File: config.mk
export PLATFORM = sky130hd
export DESIGN_NAME = blackjack_table
export DESIGN_NICKNAME = d
export VERILOG_FILES = /design/src/hdl/blackjack_pkg.sv /design/src/hdl/card_shoe.sv /design/src/hdl/hand_register.sv /design/src/hdl/calculate_card.sv /design/src/hdl/game_controller.sv /design/src/hdl/blackjack_table.sv
export VERILOG_INCLUDE_DIRS = /design/src /design/src/hdl
export SDC_FILE = /design/constraint.sdc
export NUM_CORES = 1
export LEC_CHECK = 0
export ABC_AREA = 1
export BUFFER_PORTS_ARGS = -buffer_cell sky130_fd_sc_hd__buf_2
export CORE_MARGIN = 8
export CORE_UTILIZATION = 40
export CTS_BUF_LIST = sky130_fd_sc_hd__clkbuf_2
export DETAILED_ROUTE_END_ITERATION = 12
export GPL_TIMING_DRIVEN = 0
export HOLD_SLACK_MARGIN = 0.06
export SLEW_MARGIN = 20
export SYNTH_ARGS = -nofsm -noshare
export SYNTH_HDL_FRONTEND = slang
export SYNTH_SLANG_ARGS = --single-unit
File: constraint.sdc
create_clock -name clk -period 23.8 [get_ports clk]
set_input_delay 3.57 -clock clk [delete_from_list [all_inputs] [get_ports clk]]
set_output_delay 3.57 -clock clk [all_outputs]
set_load 0.01 [all_outputs]
File: src/hdl/blackjack_params.svh
`ifndef BLACKJACK_PARAMS_SVH
`define BLACKJACK_PARAMS_SVH

// card slots in each hand.
`define BJ_HAND_SLOTS 9

// dealer stops drawing at or above this total.
`define BJ_DEALER_STAND 17

// highest total that is not bust.
`define BJ_BUST_LIMIT 21

// nonzero start value of the shoe lfsr.
`define BJ_SHOE_SEED 16'hACE1

`endif

File: src/hdl/blackjack_pkg.sv
`include "blackjack_params.svh"

package blackjack_pkg;

    // rank 0 is an empty slot, 1 is an ace, 11 to 13 are face cards.
    typedef logic [3:0] card_t;

    // slot 0 holds the first card dealt.
    typedef card_t [`BJ_HAND_SLOTS-1:0] hand_t;

    typedef logic [4:0] total_t;

    typedef logic [3:0] count_t;

    typedef enum logic [1:0] {
        none       = 2'd0,
        player_win = 2'd1,
        dealer_win = 2'd2,
        push       = 2'd3
    } outcome_t;

endpackage

File: src/hdl/card_shoe.sv
`timescale 1ns/1ps

`include "blackjack_params.svh"

module card_shoe (
    input  logic                 clk,
    input  logic                 rst,
    input  logic                 draw,
    output logic                 card_valid,
    output blackjack_pkg::card_t card_rank
);

    logic [15:0] lfsr;
    logic [15:0] lfsr_next;
    logic        pending;
    logic        busy;
    logic        accept;

    // galois form with taps for x^16 + x^14 + x^13 + x^11 + 1.
    assign lfsr_next = lfsr[0] ? ((lfsr >> 1) ^ 16'hB400) : (lfsr >> 1);

    // the lfsr steps on the draw cycle and on every cycle after until a rank is taken.
    assign busy = draw || pending;

    // low nibble 0, 14 and 15 are thrown away.
    assign accept = busy && (lfsr_next[3:0] != 4'd0) && (lfsr_next[3:0] <= 4'd13);

    always_ff @(posedge clk or posedge rst) begin
        if (rst) begin
            lfsr       <= `BJ_SHOE_SEED;
            pending    <= 1'b0;
            card_valid <= 1'b0;
        end else begin
            card_valid <= accept;
            pending    <= busy && !accept;
            if (busy) begin
                lfsr <= lfsr_next;
            end
        end
    end

    always_ff @(posedge clk) begin
        if (accept) begin
            card_rank <= lfsr_next[3:0];
        end
    end

endmodule

File: src/hdl/hand_register.sv
`timescale 1ns/1ps

`include "blackjack_params.svh"

module hand_register (
    input  logic                  clk,
    input  logic                  rst,
    input  logic                  clear,
    input  logic                  append,
    input  blackjack_pkg::card_t  card,
    output blackjack_pkg::hand_t  cards,
    output blackjack_pkg::count_t count
);

    logic full;

    assign full = (count >= `BJ_HAND_SLOTS);

    // ~~~~~~~~~~~~~~~~~~~~~~~~~~~~~~
    // slot store
    // ~~~~~~~~~~~~~~~~~~~~~~~~~~~~~~

    // cards land in arrival order; zeroed slots score nothing.
    always_ff @(posedge clk or posedge rst) begin
        if (rst) begin
            cards <= '0;
            count <= '0;
        end else if (clear) begin
            cards <= '0;
            count <= '0;
        end else if (append && !full) begin
            cards[count] <= card;
            count        <= count + 4'd1;
        end
    end

endmodule

File: src/hdl/calculate_card.sv
`timescale 1ns/1ps

`include "blackjack_params.svh"

module calculate_card (
    input  logic                  clk,
    input  logic                  rst,
    input  blackjack_pkg::hand_t  player_cards,
    input  blackjack_pkg::hand_t  dealer_cards,
    output blackjack_pkg::total_t total_players_value,
    output blackjack_pkg::total_t total_dealer_value
);

    blackjack_pkg::total_t player_nxt;
    blackjack_pkg::total_t dealer_nxt;

    // value one card adds on top of the total so far.
    function automatic blackjack_pkg::total_t card_value(
        input blackjack_pkg::card_t  card,
        input blackjack_pkg::total_t running
    );
        case (card)
            4'd0:               card_value = 5'd0;
            4'd1: begin
                // ace counts high only while that stays under the bust limit.
                if (running + 5'd11 <= `BJ_BUST_LIMIT) begin
                    card_value = 5'd11;
                end else begin
                    card_value = 5'd1;
                end
            end
            4'd11, 4'd12, 4'd13: card_value = 5'd10;
            default:            card_value = {1'b0, card};
        endcase
    endfunction

    // summed strictly in slot order.
    function automatic blackjack_pkg::total_t score_hand(input blackjack_pkg::hand_t hand);
        blackjack_pkg::total_t acc;
        acc = '0;
        for (int i = 0; i < `BJ_HAND_SLOTS; i++) begin
            acc = acc + card_value(hand[i], acc);
        end
        return acc;
    endfunction

    assign player_nxt = score_hand(player_cards);
    assign dealer_nxt = score_hand(dealer_cards);

    always_ff @(posedge clk or posedge rst) begin
        if (rst) begin
            total_players_value <= '0;
            total_dealer_value  <= '0;
        end else begin
            total_players_value <= player_nxt;
            total_dealer_value  <= dealer_nxt;
        end
    end

endmodule

File: src/hdl/game_controller.sv
`timescale 1ns/1ps

`include "blackjack_params.svh"

module game_controller (
    input  logic                     clk,
    input  logic                     rst,
    input  logic                     start,
    input  logic                     hit,
    input  logic                     stand,
    input  logic                     card_valid,
    input  blackjack_pkg::total_t    player_total,
    input  blackjack_pkg::total_t    dealer_total,
    input  blackjack_pkg::count_t    player_count,
    input  blackjack_pkg::count_t    dealer_count,
    output logic                     draw,
    output logic                     clear,
    output logic                     card_to_dealer,
    output logic                     player_turn,
    output logic                     done,
    output blackjack_pkg::outcome_t  outcome
);

    typedef enum logic [2:0] {
        s_idle,
        s_clear,
        s_deal,
        s_wait_card,
        s_settle,
        s_player,
        s_dealer,
        s_result
    } state_t;

    state_t                  state;
    logic [2:0]              deal_cnt;
    logic                    dealer_phase;
    logic                    settle_cnt;
    logic                    to_dealer;
    logic                    player_bust;
    logic                    dealer_bust;
    logic                    dealer_draws;
    blackjack_pkg::outcome_t verdict;

    assign player_bust  = (player_total > `BJ_BUST_LIMIT);
    assign dealer_bust  = (dealer_total > `BJ_BUST_LIMIT);
    assign dealer_draws = (dealer_total < `BJ_DEALER_STAND) && (dealer_count < `BJ_HAND_SLOTS);

    // a player bust wins for the dealer before the dealer's own total matters.
    always_comb begin
        if (player_bust) begin
            verdict = blackjack_pkg::dealer_win;
        end else if (dealer_bust) begin
            verdict = blackjack_pkg::player_win;
        end else if (player_total > dealer_total) begin
            verdict = blackjack_pkg::player_win;
        end else if (player_total < dealer_total) begin
            verdict = blackjack_pkg::dealer_win;
        end else begin
            verdict = blackjack_pkg::push;
        end
    end

    assign draw           = (state == s_deal);
    assign clear          = (state == s_clear);
    assign player_turn    = (state == s_player);
    assign card_to_dealer = to_dealer;

    // ~~~~~~~~~~~~~~~~~~~~~~~~~~~~~~
    // hand sequencing
    // ~~~~~~~~~~~~~~~~~~~~~~~~~~~~~~

    always_ff @(posedge clk or posedge rst) begin
        if (rst) begin
            state        <= s_idle;
            deal_cnt     <= '0;
            dealer_phase <= 1'b0;
            settle_cnt   <= 1'b0;
            to_dealer    <= 1'b0;
            done         <= 1'b0;
            outcome      <= blackjack_pkg::none;
        end else begin
            done <= 1'b0;
            case (state)
                s_idle: begin
                    if (start) begin
                        state        <= s_clear;
                        deal_cnt     <= '0;
                        dealer_phase <= 1'b0;
                        to_dealer    <= 1'b0;
                        outcome      <= blackjack_pkg::none;
                    end
                end
                s_clear: state <= s_deal;
                s_deal:  state <= s_wait_card;
                s_wait_card: begin
                    if (card_valid) begin
                        state      <= s_settle;
                        settle_cnt <= 1'b0;
                        if (deal_cnt < 3'd4) begin
                            deal_cnt <= deal_cnt + 3'd1;
                        end
                    end
                end
                // totals are valid in the second settle cycle.
                s_settle: begin
                    if (!settle_cnt) begin
                        settle_cnt <= 1'b1;
                    end else if (deal_cnt < 3'd4) begin
                        state     <= s_deal;
                        to_dealer <= deal_cnt[0];
                    end else if (dealer_phase) begin
                        state <= s_dealer;
                    end else if (player_bust) begin
                        state <= s_result;
                    end else if (player_count >= `BJ_HAND_SLOTS) begin
                        dealer_phase <= 1'b1;
                        state        <= s_dealer;
                    end else begin
                        state <= s_player;
                    end
                end
                s_player: begin
                    if (hit) begin
                        to_dealer <= 1'b0;
                        state     <= s_deal;
                    end else if (stand) begin
                        dealer_phase <= 1'b1;
                        state        <= s_dealer;
                    end
                end
                s_dealer: begin
                    if (dealer_draws) begin
                        to_dealer <= 1'b1;
                        state     <= s_deal;
                    end else begin
                        state <= s_result;
                    end
                end
                s_result: begin
                    done    <= 1'b1;
                    outcome <= verdict;
                    state   <= s_idle;
                end
                default: state <= s_idle;
            endcase
        end
    end

endmodule

File: src/hdl/blackjack_table.sv
`timescale 1ns/1ps

module blackjack_table (
    input  logic                    clk,
    input  logic                    rst,
    input  logic                    start,
    input  logic                    hit,
    input  logic                    stand,
    output logic                    card_valid,
    output blackjack_pkg::card_t    card_rank,
    output logic                    card_to_dealer,
    output blackjack_pkg::total_t   player_total,
    output blackjack_pkg::total_t   dealer_total,
    output logic                    player_turn,
    output logic                    done,
    output blackjack_pkg::outcome_t outcome
);

    logic                  draw;
    logic                  clear;
    blackjack_pkg::hand_t  player_cards;
    blackjack_pkg::hand_t  dealer_cards;
    blackjack_pkg::count_t player_count;
    blackjack_pkg::count_t dealer_count;

    card_shoe shoe (
        .clk        (clk),
        .rst        (rst),
        .draw       (draw),
        .card_valid (card_valid),
        .card_rank  (card_rank)
    );

    // ~~~~~~~~~~~~~~~~~~~~~~~~~~~~~~
    // hands steered by card_to_dealer
    // ~~~~~~~~~~~~~~~~~~~~~~~~~~~~~~

    hand_register player_hand (
        .clk    (clk),
        .rst    (rst),
        .clear  (clear),
        .append (card_valid && !card_to_dealer),
        .card   (card_rank),
        .cards  (player_cards),
        .count  (player_count)
    );

    hand_register dealer_hand (
        .clk    (clk),
        .rst    (rst),
        .clear  (clear),
        .append (card_valid && card_to_dealer),
        .card   (card_rank),
        .cards  (dealer_cards),
        .count  (dealer_count)
    );

    calculate_card valuation (
        .clk                 (clk),
        .rst                 (rst),
        .player_cards        (player_cards),
        .dealer_cards        (dealer_cards),
        .total_players_value (player_total),
        .total_dealer_value  (dealer_total)
    );

    game_controller controller (
        .clk            (clk),
        .rst            (rst),
        .start          (start),
        .hit            (hit),
        .stand          (stand),
        .card_valid     (card_valid),
        .player_total   (player_total),
        .dealer_total   (dealer_total),
        .player_count   (player_count),
        .dealer_count   (dealer_count),
        .draw           (draw),
        .clear          (clear),
        .card_to_dealer (card_to_dealer),
        .player_turn    (player_turn),
        .done           (done),
        .outcome        (outcome)
    );

endmodule

== Yosys cells after proc, flatten, opt, wreduce, memory -nomap -nowiden ==
Index checks and enable logic that the tools add are counted.

* Bits in registers: 124
* Input port bits: 5
* Output and inout bits: 20
* Logic and storage cells: 342

* Add/subtract/negate cells: 35
* Magnitude comparators: 30
* Equal/unequal tests: 90
* Multiplexer cells: 87
* Bitwise operators: 1
* Reductions and logical operators: 66

{| class="wikitable"
|+ Operators with widths
! cell !! count
|-
| <= comparator 32 x 5 -> 1 bit (second input constant) || 16
|-
| one-hot mux 5 bit (3 select lines) || 16
|-
| == test 4 bit (second input constant) || 54
|-
| two-way mux 36 bit || 4
|-
| two-way mux 4 bit || 22
|-
| adder 5 x 4 -> 6 bit (second input constant) || 14
|-
| bitwise mux 36 bit || 2
|-
| == test 4 x 1 -> 1 bit (second input constant) || 18
|-
| zero test 4 bit || 18
|-
| adder 5 bit || 14
|-
| OR reduction 3 bit || 18
|-
| two-way mux 3 bit || 12
|-
| demux 4 bit (select 4 bit) || 2
|-
| one-hot mux 3 bit (8 select lines) || 1
|-
| one-hot mux 4 bit (3 select lines) || 2
|-
| two-way mux 16 bit || 1
|-
| two-way mux 1 bit || 15
|-
| == test 3 bit (second input constant) || 4
|-
| != test 2 bit (second input constant) || 6
|-
| AND reduction 6 bit || 2
|-
| adder 4 x 4 -> 5 bit (second input constant) || 2
|-
| adder 4 x 5 -> 5 bit || 2
|-
| > comparator 5 bit (second input constant) || 2
|-
| logical AND 1 bit || 10
|-
| other kinds (30) || 52
|}

== Logic depth before layout (Yosys ltp) ==
Gate-level depths: netlist of run 1.

* Depth in word-level cells: 43
* Depth in mapped cells: 75
* Gate-level depth less buffers: 75

== Hierarchy ==
A second synthesis of run 1 with hierarchy kept.

* Cells, all modules: 1263
* Area, all modules: 9850.7 µm²

{| class="wikitable"
|+ By module, submodules not included
! module !! times used !! cells an instance !! area an instance (µm²) !! sequential area each (µm²)
|-
| calculate_card || 1 || 666 || 4315.4 || 250.2
|-
| hand_register || 2 || 176 || 1841.8 || 1001.0
|-
| game_controller || 1 || 154 || 953.4 || 300.3
|-
| card_shoe || 1 || 87 || 880.8 || 580.6
|-
| blackjack_table || 1 || 4 || 17.5 || 0.0
|}

== Least setup slack after synthesis of run 1 ==
OpenSTA, ideal clock, no wires.

* Path kind: reg2reg
* Start point: register dealer_hand.cards[1] (netlist name)
* End point: register valuation.total_dealer_value[4]
* Library setup time: 0.124 ns
* Arrival: 9.510 ns
* Required time: 23.676 ns
* Setup slack: 14.165 ns
* Stages on the path, launching flop included: 63
* Path buffers: 0
* Clock period less this slack: 9.635 ns
* Cells stage by stage: dfrtp_1 nor2_1 inv_1 nand3_1 o21ai_0 o21ai_0 ha_1 inv_1 fa_1 nor2_1 o21ai_0 nand3_1 nand2_1 o21ai_0 fa_1 inv_1 nand3_1 nand2_1 [27 not listed] inv_1 nand3_1 nand2_1 nand2_1 nand2_1 o21ai_2 fa_1 inv_1 a21oi_1 o21ai_0 inv_1 nand3_2 a21oi_1 fa_1 nand2_1 nand2_1 a21oi_1 xnor2_1

* Cells in the longest elaborated chain, start to end: 43
* Elaborated cells on any way between the ends: 47
* Those cells by class: 16 x add/sub; 8 x order compare; 4 x eq/ne; 17 x mux; 2 x reduce/logical

{| class="wikitable"
|+ RTL lines
! element !! RTL line !! text
|-
| from (decl) || hand_register.sv:11 || <nowiki>output blackjack_pkg::hand_t cards,</nowiki>
|-
| from (signal, indexed assignment) || hand_register.sv:32 || <nowiki>cards[count] <= card;</nowiki>
|-
| == test 4 bit || calculate_card.sv:22 || <nowiki>case (card)</nowiki>
|-
| OR reduction 3 bit || calculate_card.sv:22 ||
|-
| one-hot mux 4 bit (3 select lines) (*) || calculate_card.sv:22 ||
|-
| adder 4 x 4 -> 5 bit || calculate_card.sv:26 || <nowiki>if (running + 5'd11 <= `BJ_BUST_LIMIT) begin</nowiki>
|-
| <= comparator 32 x 5 -> 1 bit (no source line) || - ||
|-
| two-way mux 4 bit || calculate_card.sv:26 ||
|-
| one-hot mux 5 bit (3 select lines) || calculate_card.sv:22 ||
|-
| adder 4 x 5 -> 5 bit (*) || calculate_card.sv:42 || <nowiki>acc = acc + card_value(hand[i], acc);</nowiki>
|-
| [28 not listed] || - ||
|-
| one-hot mux 5 bit (3 select lines) || calculate_card.sv:22 ||
|-
| adder 5 bit (*) || calculate_card.sv:42 ||
|-
| adder 5 x 4 -> 6 bit || calculate_card.sv:26 ||
|-
| <= comparator 32 x 5 -> 1 bit (no source line) || - ||
|-
| two-way mux 4 bit || calculate_card.sv:26 ||
|-
| one-hot mux 5 bit (3 select lines) || calculate_card.sv:22 ||
|-
| adder 5 bit (*) || calculate_card.sv:42 ||
|-
| via valuation.dealer_nxt[4] || calculate_card.sv:15 || <nowiki>blackjack_pkg::total_t dealer_nxt;</nowiki>
|-
| to (signal assigned) || calculate_card.sv:56 || <nowiki>total_dealer_value <= dealer_nxt;</nowiki>
|-
| to (decl) || calculate_card.sv:11 || <nowiki>output blackjack_pkg::total_t total_dealer_value</nowiki>
|}

Mark *: on every way through the listed nets, which the timed path passes. The rest lies on a longest branch.
A chain may end at the register's enable or synchronous reset.

== Worst setup path in the final report of run 1 ==
Same ends and word-level chain as after synthesis.

==> results by stage, run 1 <==
GRT:
- The number of global-route vias before repair is 7256.
- The initial antenna violation count is 1.
- The overall routing resource usage is 15.2%.
- The maximum number of pins on one net before global-route repair is 66.
- The first-pass GRT wire length is 33700 um.
- Global routing finished with a remaining overflow of 0.

Clock network:
- Counting every sink on the clock net gives 124.
- CTS built an H-tree with a depth of 4.
- The maximum count of clock buffers along a single path is 2.
- For the worst-skew pair, the clock arrives at the later sink with an insertion delay of 680 ps.
- In this run, post-CTS repair resized a total of 0 instances.
- Post-CTS timing repair inserted 0 buffers for setup.
- The master cell of the clock root buffer is sky130_fd_sc_hd__clkbuf_2.
- The number of buffers added to fix hold violations after cts is 0.
- After clock tree synthesis, the clock-pin slew on the worst setup and hold paths is 190 ps.
- Buffers inserted during clock tree synthesis total 17.
- The TritonCTS clock tree is built.

Critical path:
- STA classifies the critical path startpoint as a register.
- The critical path in this run is classified as reg2reg.
- The delay of the slowest cell on the worst path is 570 ps.
- For flop-to-flop paths, the worst setup slack is 13000 ps.
- The startpoint identified for the worst register-to-register timing path is dealer_hand.cards[1].
- The capturing instance or port of the critical path is valuation.total_dealer_value[4].
- The biggest fanout along the worst timing path is 4.
- The worst register-to-register path has a depth of 65.
- At the worst endpoint, the arrival time is 11400 ps.
- At the worst endpoint, the required time is 24400 ps.
- The endpoint of the worst register-to-register path is valuation.total_dealer_value[4].
- The endpoint kind of the worst setup timing path is a register.
- In this run the worst setup path begins at dealer_hand.cards[1].
- On the critical path, the stage with the largest delay is an instance of sky130_fd_sc_hd__fa_1.
- The cell repeated most along the worst path is sky130_fd_sc_hd__nand2_1.

Placement:
- During placement, the flow inserted port buffers numbering 24.
- Once detailed placement completed, the half-perimeter wirelength came to 15200 um.
- Routability-driven placement finished with a final weighted congestion of 0.822.

Synthesis:
- Synthesis produced a netlist with a net count of 1191.
- The number of enable-type register cells in the synthesized netlist is 4.
- The gate count after technology mapping is 1090.
- For this run, the register share of the synthesized area comes to 35.6%.
- After synthesis the cells add up to 8800 um^2.
- The commonest register cell after synthesis is sky130_fd_sc_hd__dfrtp_1.
- The number of different library cells in the post-synthesis netlist is 50.
- The synthesis warning total is 0.
- By area the synthesized netlist is led by sky130_fd_sc_hd__dfrtp_1 (32%), sky130_fd_sc_hd__ha_1 (11%), sky130_fd_sc_hd__inv_1 (8.6%).
- sky130_fd_sc_hd__inv_1 is the most common cell in the netlist.
- The area share of the leading cell type in the synthesized netlist is 31.8%.
- The count of state elements after synthesis is 124.
- The share of async-settable or async-resettable flops after synthesis is 96.8%.
- After synthesis, the mean cell area works out to 8.08 um^2.
- The commonest cells after synthesis are sky130_fd_sc_hd__inv_1 (201), sky130_fd_sc_hd__nand2_1 (128), sky130_fd_sc_hd__dfrtp_1 (112).
- The library cell with the largest summed area after synthesis is sky130_fd_sc_hd__dfrtp_1.

Timing:
- The slew at the pin with the worst max-slew slack is 850 ps.
- The number of hold violations in the final report is 0.
- The setup skew after layout is 28.3 ps.
- Setup repair after global routing left no endpoint under its margin.
- The final critical path time including I/O delays and setup is 10800 ps.
- The aggregate negative setup slack is 0 ps.
- The final-report setup violation count is 0.
- The worst hold slack is 503 ps.
- The achievable frequency is 0.0926 GHz.
- The number of pins exceeding their max-slew limit in the final report is 0.
- In this run the tightest slew margin relative to its limit is 42.9%.
- Of the available clock period, the critical path in the final layout requires 45.4%.

Cells and area:
- In the final layout, the share of cells above drive strength 1 is 10.1%.
- The register cell area after layout is 3130 um^2.
- The final layout net count is 1235.
- The number of fill cells in the layout is 2172.
- The signed area change from the synthesized netlist to the final layout is 8.53%.
- The multi-input logic area is 4840 um^2.

Power:
- The power density of the placed cells is 37.3 nW/um^2.
- The peak supply drop is 23.1 uV.
- In this run the static leakage power is 5.16 nW.

Drt:
- The first routing iteration left 486 violations.
- In the routed design, unresolved DRC markers number 0.
- Across all layers, the routed design uses 7318 vias.
- The detail-routed net length per standard cell is 13.7 um.
- The via-per-instance ratio is 5.12.
- The number of search-and-repair iterations in the first detailed-routing pass is 5.
- Wires add up to 19500 um.
- In this run the remaining antenna-violating nets after routing total 0.

Floorplanning:
- The number of top-level design ports is 25.
- The effective utilization at floorplan is 40.6%.
- The floorplan has 54 rows.
- The floorplan step set the die width to 164 um.
- The die is 164 um tall.
- After floorplanning, the core was sized to cover 21700 um^2.
- The die area is 27000 um^2.

Run status:
- The run finished with clean final reports.

Flow run:
- The total of max-cap violations is 0.

Worst hold path:
- In this run the worst hold path is classified as reg2reg.
how the worst min path moves through the flow:
stage	startpoint	slack (ps)	depth (start not counted)	endpoint
2_1_floorplan	shoe.lfsr[1]	450	0	shoe.card_rank[0]
3_3_place_gp	shoe.lfsr[9]	470	2	shoe.lfsr[8]
3_5_place_dp	shoe.lfsr[9]	470	2	shoe.lfsr[8]
4_1_cts	shoe.lfsr[7]	510	2	shoe.lfsr[7]
5_1_grt	shoe.lfsr[5]	530	2	shoe.lfsr[5]
6_report	shoe.lfsr[5]	500	2	shoe.lfsr[5]
layout by cell type (no fill, tap or decap), types with 19 or more instances in the layout:
cell                       instances
sky130_fd_sc_hd__inv_1           200
sky130_fd_sc_hd__nand2_1         128
sky130_fd_sc_hd__dfrtp_1         112
sky130_fd_sc_hd__nor2_1           93
sky130_fd_sc_hd__ha_1             80
sky130_fd_sc_hd__o22ai_1          68
sky130_fd_sc_hd__nand3_1          64
sky130_fd_sc_hd__a21oi_1          63
sky130_fd_sc_hd__o21ai_0          63
sky130_fd_sc_hd__buf_2            32
sky130_fd_sc_hd__xor2_1           29
sky130_fd_sc_hd__nand4_1          23
sky130_fd_sc_hd__clkbuf_2         19
through the flow:
stage	area [um^2]	util [%]	worst slack, ps	cells	power (mW)
6_report	9550	44.0	13000	1428	0.356
5_1_grt	9550	44.0	11790	1428	0.371
4_1_cts	9550	44.0	12890	1427	0.361
3_5_place_dp	9310	42.9	12960	1395	0.221
3_3_place_gp	9270	42.8	13140	1394	0.220
2_1_floorplan	8800	-	14170	1090	0.219
metal layers:
metal  vias up  share of wire, %  GRT usage, %
met2        70                48          26.0
li1       3780                 -             -
met1      3458                49          19.7
met5         -                 0             0
met4         0              0.75          3.55
met3        10               2.0          2.46
where the power goes:
| group | internal [mW] | switching [mW] | leakage, nW | total (mW) |
|---|---|---|---|---|
| sequential | 0.212 | 0 | 1.63 | 0.212 |
| clock | 0.0579 | 0.0815 | 0.139 | 0.139 |
| combinational | 0.000795 | 0.00415 | 3.39 | 0.00495 |
| total | 0.271 | 0.0857 | 5.16 | 0.356 |
kinds of logic after synthesis:
logic type,Yosys count,share of synthesized area [%]
AO/OA/AOI/OAI,245,16.4
XOR/XNOR,37,3.68
adder cells (fa/ha/maj),96,15.0
buffers and inverters,219,9.45
flip-flops,124,35.6
AND/OR/NAND/NOR,369,19.8
critical path: cells and delay by family (launching register included):
family / cells / cell delay, ps
xor+xnor: 1 / 140
buf+inv: 11 / 800
compound gates: 20 / 3290
flops: 1 / 440
simple gates: 24 / 2310
fa+ha+maj: 9 / 3750
layout make-up:
| type | instances | area share (%) |
|---|---|---|
| Timing Repair Buffer | 25 | 1.55 |
| Antenna cell | 1 | 0.0262 |
| Clock inverter | 13 | 1.57 |
| Multi-Input combinational cell | 747 | 50.6 |
| Inverter | 207 | 8.19 |
| Clock buffer | 19 | 0.995 |
| Buffer | 12 | 0.576 |
| Tap cell | 280 | 3.67 |
| Sequential cell | 124 | 32.8 |
sequential cells by signal, summed over array words and instances (netlist names), 2 cells and up:
register,cells
player_hand.count,4
player_hand.cards,36
valuation.total_players_value,5
valuation.total_dealer_value,5
controller.state,3
shoe.lfsr,16
shoe.card_rank,4
dealer_hand.cards,36
dealer_hand.count,4
controller.outcome,2
controller.deal_cnt,3
Power figures use the tool's default switching activity.
==> run 2, diff against run 1 <==
--- a/config.mk
+++ b/config.mk
@@ -6,7 +6,7 @@
 export SDC_FILE = /design/constraint.sdc
 export NUM_CORES = 1
 export LEC_CHECK = 0
-export ABC_AREA = 1
+export ABC_AREA = 0
 export BUFFER_PORTS_ARGS = -buffer_cell sky130_fd_sc_hd__buf_2
 export CORE_MARGIN = 8
 export CORE_UTILIZATION = 40
==> constraint.sdc (replaced) <==
create_clock -name clk -period 10.6 [get_ports clk]
set_input_delay 1.59 -clock clk [delete_from_list [all_inputs] [get_ports clk]]
set_output_delay 1.59 -clock clk [all_outputs]
set_load 0.01 [all_outputs]
==> results by stage, run 2 <==
Drt:
- The via-per-instance ratio is 5.31 (+3.7%).
- The detail-routed net length per standard cell came to 15.6 um (+14%).
- The iteration-0 DRC count of the detailed router is 375 (-23%).
- The number of search-and-repair iterations in the first detailed-routing pass is 5 (unchanged).
- The post-detailed-route count of antenna-violating nets is 0 (unchanged).
- The number of vias in the routed layout was 7175 (-2.0%).
- The total DRC errors in the routed layout was 0 (unchanged).
- The final wirelength is 21000 um (+7.5%).

Synthesis:
- The sequential cell area fraction in the yosys report is 35.5% (-0.086 points).
- The synthesis warning total came to 0 (unchanged).
- sky130_fd_sc_hd__dfrtp_1 takes more of the synthesized area than any other cell.
- The cell area after synthesis is 8820 um^2 (+0.24%).
- Ranked by instance count, the synthesized netlist is headed by sky130_fd_sc_hd__a21oi_1 (118), sky130_fd_sc_hd__dfrtp_1 (112), sky130_fd_sc_hd__nand2_1 (89).
- The commonest register cell after synthesis is sky130_fd_sc_hd__dfrtp_1.
- The net count after synthesis is 1048 (-12%).
- The most numerous cell in the Yosys netlist is sky130_fd_sc_hd__a21oi_1.
- The number of different library cells in the post-synthesis netlist was 59 (+18%).
- The share of async-settable or async-resettable flops after synthesis is 96.8% (unchanged).
- The synthesized area divided by synthesized cell count is 9.32 um^2 (+15%).
- The count of state elements after synthesis came to 124 (unchanged).
- After synthesis, the cell types taking the most area are sky130_fd_sc_hd__dfrtp_1 (32%), sky130_fd_sc_hd__ha_1 (11%), sky130_fd_sc_hd__a21oi_1 (6.7%).
- The gate count after technology mapping came to 947 (-13%).
- The number of enable-type register cells in the synthesized netlist came to 4 (unchanged).
- The area share of the leading cell type in the synthesized netlist is 31.8% (-0.077 points).

Clock network:
- The CTS buffer count is 17 (unchanged).
- The master cell of the clock root buffer is sky130_fd_sc_hd__clkbuf_2.
- The TritonCTS clock tree is built.
- The H-tree depth was 4 (unchanged).
- The number of buffers added to fix hold violations after cts is 0 (unchanged).
- The maximum count of clock buffers along a single path is 2 (unchanged).
- The clock latency reported for the late side of the worst-skew pair came to 710 ps (+30 ps).
- The clock slew at the register clock pins of the worst setup and hold paths is 190 ps (about the same).
- The CTS sink count came to 124 (unchanged).

Floorplanning:
- The width of the die came to 165 um (+0.11%).
- The die area is 27100 um^2 (+0.22%).
- The number of top-level design ports is 25 (unchanged).
- The floorplan core area is 21800 um^2 (+0.31%).
- The effective utilization at floorplan is 40.6% (about the same).
- The die height is 165 um (+0.11%).
- The number of standard-cell rows in the floorplan is 54 (unchanged).

Cells and area:
- In the layout the commonest cells are sky130_fd_sc_hd__dfrtp_1 (109), sky130_fd_sc_hd__a21oi_1 (92), sky130_fd_sc_hd__nand2_1 (89).
- The antenna diode instance count is 0 (-1).
- The share of post-route cells with drive strength above 1 was 22.8% (+13 points).
- The number of standard cells in the final layout excluding fillers is 1350 (-5.5%).
- The multi-input logic area is 5820 um^2 (+20%).
- The cell area after layout came to 10600 um^2 (+11%).
- The number of fill cells in the layout is 2079 (-4.3%).
- The final layout net count was 1158 (-6.2%).
- The register cell area after layout is 3140 um^2 (+0.12%).
- The signed area change from the synthesized netlist to the final layout is 19.9%.
- The most frequent standard cell in the layout excluding fill and tap cells is sky130_fd_sc_hd__dfrtp_1.
- In the final layout, the registers with the most flip-flops are dealer_hand.cards: 36 flops, player_hand.cards: 36 flops, shoe.lfsr: 16 flops.

Timing:
- The setup skew after layout is 24.7 ps (-3.60 ps).
- The slew at the pin with the worst max-slew slack came to 813 ps (-36.9 ps).
- The number of pins exceeding their max-slew limit in the final report is 0 (unchanged).
- The final-report setup violation count is 8 (+8).
- The relative slew slack was 45.4% (+2.4 points).
- The worst hold slack was 501 ps (-1.89 ps).
- The achievable frequency came to 0.0875 GHz (-5.5%).
- The final worst-path setup slack was -826 ps (-13830 ps).
- The aggregate negative setup slack is -3860 ps (-3860 ps).
- Setup repair after global routing could not meet its margin everywhere.
- The number of hold violations in the final report is 0 (unchanged).
- The final clock period utilization by the worst path was 108% (+62 points).
- The final critical path time including I/O delays and setup is 11430 ps (+628 ps).

Critical path:
- The type of the worst setup path is reg2reg.
- In this design, the largest share of critical-path delay is due to compound AO/OA/AOI/OAI gates.
- The cell repeated most along the worst path is sky130_fd_sc_hd__a21o_1.
- The data required time at the worst endpoint is 11240 ps (-13160 ps).
- STA classifies the critical path startpoint as a register.
- The biggest fanout along the worst timing path is 6 (+2).
- The delay of the slowest cell on the worst path is 530 ps (-40 ps).
- The endpoint kind of the worst setup timing path is a register.
- The arrival time at the worst endpoint is 12070 ps (+670 ps).
- The worst-path cell with the longest stage delay is sky130_fd_sc_hd__or4b_4.
- The buffering stage count on the worst path with inverters included is 3 (-8).

GRT:
- The met3 usage is 3.14% (+0.68 points).
- The maximum number of pins on one net before global-route repair is 65 (-1.5%).
- The overall routing resource usage was 15.9% (+0.76 points).
- The most heavily used metal layer in global routing is met2.
- The met2 capacity usage during global routing is 26.8% (+0.86 points).
- The number of global-route vias before repair is 7150 (-1.5%).
- The met1 demand-to-capacity share in global routing is 20.6% (+0.89 points).
- The aggregate global routing overflow is 0 (unchanged).
- The initial antenna violation count is 0 (-1).
- The first-pass GRT wire length came to 35100 um (+4.0%).

Flow run:
- The total of max-cap violations is 0 (unchanged).

Run status:
- The checks that failed: negative setup slack.
- The flow ran to the end, but the final reports show violations.

Placement:
- The number of instances in the placed design is 1252 (-10%).
- The total cell area at the placement stage is 9610 um^2 (+3.2%).
- The worst setup slack before clock tree synthesis came to -1070 ps (-14030 ps).
- The total half-perimeter wirelength after legalization and detailed placement is 15000 um (-1.0%).
- The global placer's final weighted congestion came to 0.844 (+2.6%).
- The port buffer count was 24 (unchanged).

Power:
- The peak supply drop is 119 uV (+420%).
- The power density of the placed cells came to 94.5 nW/um^2 (+150%).
- The leakage power of the design is 5.32 nW (+3.2%).

Worst hold path:
- The worst hold path belongs to the class reg2reg.
==> run 2: cell types whose count changed after synthesis, moves of 16 or more <==
cell	previous run	this run
sky130_fd_sc_hd__inv_1	201	55
sky130_fd_sc_hd__nand3_2	16	0
sky130_fd_sc_hd__o22ai_1	68	0
sky130_fd_sc_hd__o21ai_0	63	20
sky130_fd_sc_hd__mux2i_1	0	18
sky130_fd_sc_hd__clkbuf_1	3	39
sky130_fd_sc_hd__a21oi_1	63	118
sky130_fd_sc_hd__nor2_1	93	53
sky130_fd_sc_hd__nand2_1	128	89
sky130_fd_sc_hd__nand4_1	23	3
sky130_fd_sc_hd__a21o_1	1	39
sky130_fd_sc_hd__xnor2_1	8	34
sky130_fd_sc_hd__a21boi_0	1	30
==> run 2: worst paths after layout <==
check	depth (start not counted)	slack [ps]	endpoint	from
worst max-delay path	58	-830	valuation.total_dealer_value[4]	dealer_hand.cards[1]
worst min register to register	2	500	shoe.lfsr[13]	shoe.lfsr[13]
max in group asynchronous	3	8950	dealer_hand.cards[2]	rst
min in group asynchronous	2	950	player_hand.cards[33]	rst
worst min-delay path	2	500	shoe.lfsr[13]	shoe.lfsr[13]
worst max register to register	58	-830	valuation.total_dealer_value[4]	dealer_hand.cards[1]
==> run 2: timing repair <==
action / 4_1_cts / 5_1_grt
buffers inserted: 58 / 9
setup endpoints to repair: 8 / 8
pin swaps: 53 / 19
resized for setup: 22 / 21
hold endpoints to repair: 0 / 0
==> run 2: cell type report <==
cell class,count,share of cell area (%)
multi-input cells,727,55.0
flip-flops and latches,124,29.7
repair buffers,91,6.15
well taps,280,3.31
inverters,55,2.00
plain buffers,41,1.55
clock inverters,14,1.43
clock buffers,18,0.852
==> run 2: tightest hold or removal path, cell delays in order, from the launching register on <==
cell and delay, ps:
sky130_fd_sc_hd__dfstp_2 410, sky130_fd_sc_hd__nand2_1 40, sky130_fd_sc_hd__o21ai_0 60
==> run 2: logic make-up after synthesis <==
| kind of cell | Yosys count | share of synthesized area (%) |
|---|---|---|
| fa+ha+maj | 96 | 15.0 |
| compound gates | 271 | 19.7 |
| simple gates | 256 | 13.8 |
| mux | 31 | 3.70 |
| xor+xnor | 73 | 8.27 |
| flops | 124 | 35.5 |
| buf+inv | 96 | 4.08 |
==> run 2: stage by stage <==
step / utilization [%] / power, mW
6_report: 48.6 / 0.999
5_1_grt: 48.6 / 1.05
4_1_cts: 47.7 / 1.01
3_5_place_dp: 44.2 / 0.695
3_3_place_gp: 44.0 / 0.694
2_1_floorplan: - / 0.630
==> run 2: routing by layer <==
layer	up-vias	wire, um	part of all wire (%)
met2	105	10400	50
met5	-	0	0
li1	3565	-	-
met3	26	536	2.6
met4	0	322	1.5
met1	3479	9750	46
==> run 2: power by group <==
group / switching, mW / total [mW] / leakage (nW) / internal (mW)
Sequential: 0.0120 / 0.501 / 1.66 / 0.489
Combinational: 0.139 / 0.186 / 3.52 / 0.0469
Clock: 0.183 / 0.312 / 0.145 / 0.129
==> run 3, diff against run 2 <==
--- a/config.mk
+++ b/config.mk
@@ -14,6 +14,7 @@
 export DETAILED_ROUTE_END_ITERATION = 12
 export GPL_TIMING_DRIVEN = 0
 export HOLD_SLACK_MARGIN = 0.06
+export REMOVE_ABC_BUFFERS = 1
 export SLEW_MARGIN = 20
 export SYNTH_ARGS = -nofsm -noshare
 export SYNTH_HDL_FRONTEND = slang
==> results by stage, run 3 (synthesis gave the netlist of run 2 again) <==
Run status:
- The flow ran to the end, but the final reports show violations.
- The checks that failed: negative setup slack.

Placement:
- The worst setup slack before clock tree synthesis came to -2850 ps (-1780 ps).
- The total cell area at the placement stage was 9310 um^2 (-3.0%).
- The port buffer count is 24 (unchanged).
- The global placer's final weighted congestion came to 0.781 (-7.5%).
- The total half-perimeter wirelength after legalization and detailed placement came to 13000 um (-13%).

Floorplanning:
- The width of the die was 165 um (unchanged).
- The die area was 27100 um^2 (unchanged).
- The number of standard-cell rows in the floorplan is 54 (unchanged).
- The floorplan core area was 21800 um^2 (unchanged).
- The effective utilization at floorplan is 40.6% (unchanged).
- The die height came to 165 um (unchanged).
- The number of top-level design ports was 25 (unchanged).

Drt:
- Signal routing reaches up to met4.
- The post-detailed-route count of antenna-violating nets came to 0 (unchanged).
- The number of vias in the routed layout is 6981 (-2.7%).
- The met1 layer wirelength in the final routing is 9300 um (-4.6%).
- The via-per-instance ratio is 5.24 (-1.3%).
- The iteration-0 DRC count of the detailed router is 351 (-6.4%).
- The final wirelength is 19500 um (-7.3%).
- The number of search-and-repair iterations in the first detailed-routing pass is 5 (unchanged).
- The total DRC errors in the routed layout came to 0 (unchanged).
- The total met3 wirelength after detailed routing came to 594 um (+11%).
- The detail-routed net length per standard cell is 14.6 um (-6.0%).
- The wire length on met2 is 9410 um (-9.5%).

Timing:
- The final critical path time including I/O delays and setup is 11380 ps (-42.4 ps).
- The final-report setup violation count came to 7 (-1).
- The number of pins exceeding their max-slew limit in the final report is 0 (unchanged).
- The slew at the pin with the worst max-slew slack is 1040 ps (+231 ps).
- The number of hold violations in the final report came to 0 (unchanged).
- The final worst-path setup slack is -783 ps (+42.4 ps).
- The setup skew after layout is 23.7 ps (-1.07 ps).
- Setup repair after global routing could not meet its margin everywhere.
- The final clock period utilization by the worst path came to 107% (-0.40 points).
- The relative slew slack is 30.1% (-15 points).
- The achievable frequency is 0.0878 GHz (+0.37%).

GRT:
- The initial antenna violation count is 1 (+1).
- The maximum number of pins on one net before global-route repair was 75 (+15%).
- The overall routing resource usage is 14.9% (-1.1 points).
- The first-pass GRT wire length came to 33200 um (-5.4%).
- The aggregate global routing overflow came to 0 (unchanged).
- The number of global-route vias before repair is 6890 (-3.6%).

Worst hold path:
- The number of instances on the worst hold path is 2 (unchanged).
- The kind of path behind the tightest hold check is reg2reg.
- The hold path startpoint is shoe.lfsr[13].
- For hold timing, the worst endpoint is shoe.lfsr[13].

Cells and area:
- The utilization after layout was 49.1% (+0.48 points).
- The number of fill cells in the layout came to 2054 (-1.2%).
- The area growth from synthesis to layout is 21.0%.
- In the layout the commonest cells are sky130_fd_sc_hd__dfrtp_1 (109), sky130_fd_sc_hd__a21oi_1 (90), sky130_fd_sc_hd__nand2_1 (89).
- The largest registers in the layout are dealer_hand.cards: 36 flops, player_hand.cards: 36 flops, shoe.lfsr: 16 flops.
- The share of post-route cells with drive strength above 1 was 26.4% (+3.6 points).
- The most frequent standard cell in the layout excluding fill and tap cells is sky130_fd_sc_hd__dfrtp_1.
- The cell area after layout is 10700 um^2 (+0.98%).
- The final layout net count came to 1138 (-1.7%).

Critical path:
- STA classifies the critical path startpoint as a register.
- The cell repeated most along the worst path is sky130_fd_sc_hd__a21o_1.
- The setup slack of the worst register-to-register path came to -780 ps (+40 ps).
- The endpoint of the worst register-to-register path is valuation.total_dealer_value[3].
- The delay of the slowest cell on the worst path is 490 ps (-40 ps).
- The number of cell instances on the worst register-to-register path is 58 (unchanged).
- The cell type group with the largest total delay on the critical path is compound AO/OA/AOI/OAI gates.
- STA classifies the critical path endpoint as a register.
- The buffering stage count on the worst path with inverters included is 3 (unchanged).
- The biggest fanout along the worst timing path is 5 (-1).
- The beginning of the worst register-to-register path is dealer_hand.cards[2].
- The data required time at the worst endpoint is 11210 ps (-30 ps).
- The type of the worst setup path is reg2reg.
- The arrival time at the worst endpoint came to 12000 ps (-70 ps).
- The worst-path cell with the longest stage delay is sky130_fd_sc_hd__or4b_4.

Clock network:
- The H-tree depth came to 4 (unchanged).
- The TritonCTS clock tree is built.
- The CTS sink count is 124 (unchanged).
- The number of buffers added to fix hold violations after cts was 0 (unchanged).
- The master cell of the clock root buffer is sky130_fd_sc_hd__clkbuf_2.
- The clock latency reported for the late side of the worst-skew pair came to 680 ps (-30 ps).
- The maximum count of clock buffers along a single path is 2 (unchanged).
- The clock slew at the register clock pins of the worst setup and hold paths is 190 ps (about the same).
- The CTS buffer count is 17 (unchanged).

Power:
- The leakage power of the design came to 5.41 nW (+1.7%).
- The peak supply drop is 117 uV (-1.6%).
- The power density of the placed cells came to 91.8 nW/um^2 (-2.8%).

Flow run:
- The total of max-cap violations is 0 (unchanged).
[run 3: cell count changes in the layout (fill, tap and decap cells not counted), sizes merged]
cell	change
buf	+19
bufinv	-1
clkbuf	-40
clkinv	+1
clkinvlp	+1
diode	+1
[run 3: how the worst max path moves through the flow]
| stage | start | to | slack, ps | cells past startpoint |
|---|---|---|---|---|
| 2_1_floorplan | dealer_hand.cards[2] | valuation.total_dealer_value[3] | -1610 | 54 |
| 3_5_place_dp | dealer_hand.cards[2] | valuation.total_dealer_value[3] | -2850 | 54 |
| 4_1_cts | dealer_hand.cards[2] | valuation.total_dealer_value[3] | -740 | 54 |
| 5_1_grt | dealer_hand.cards[1] | valuation.total_dealer_value[4] | -1460 | 56 |
| 3_3_place_gp | dealer_hand.cards[2] | valuation.total_dealer_value[3] | -2720 | 54 |
| 6_report | dealer_hand.cards[2] | valuation.total_dealer_value[3] | -780 | 58 |
[run 3: stage by stage]
step,instances,hold slack (ps),total power [mW],TNS [ps]
2_1_floorplan,906,446,0.616,-8440
3_3_place_gp,1210,470,0.667,-17270
3_5_place_dp,1218,472,0.699,-18560
4_1_cts,1315,507,0.993,-2970
5_1_grt,1331,517,1.03,-8840
6_report,1331,500,0.980,-3510
[run 3: power breakdown]
part / internal (mW) / total (mW) / leakage [nW] / switching [mW]
Clock: 0.107 / 0.290 / 0.134 / 0.184
Combinational: 0.0602 / 0.171 / 3.62 / 0.111
Sequential: 0.489 / 0.519 / 1.66 / 0.0302
Total: 0.656 / 0.980 / 5.41 / 0.325
[run 3: routing by layer]
metal / up-vias / GRT usage, %
met5: - / 0
met2: 82 / 24.4
li1: 3515 / -
met1: 3369 / 19.8
met4: 0 / 4.18
met3: 15 / 2.64
[run 3: final cells by class]
cell class / count / area (um^2) / area share, %
clock buffers: 17 / 85.1 / 0.797
clock inverters: 15 / 149 / 1.39
multi-input cells: 727 / 5900 / 55.2
well taps: 280 / 350 / 3.28
inverters: 55 / 211 / 1.98
flip-flops and latches: 124 / 3140 / 29.4
repair buffers: 112 / 846 / 7.92
diodes: 1 / 2.50 / 0.0234
[run 3: repair_timing]
action / CTS / global route
pin swaps: 89 / 22
resized for setup: 88 / 27
setup endpoints to repair: 8 / 8
endpoints found under the hold margin: 0 / 0
setup buffers: 65 / 15
[run 3: worst min-delay path, delay by kind of cell, from the launching register on]
family | cells | cell delay, ps
AO/OA/AOI/OAI | 1 | 60
flip-flops | 1 | 410
AND/OR/NAND/NOR | 1 | 40
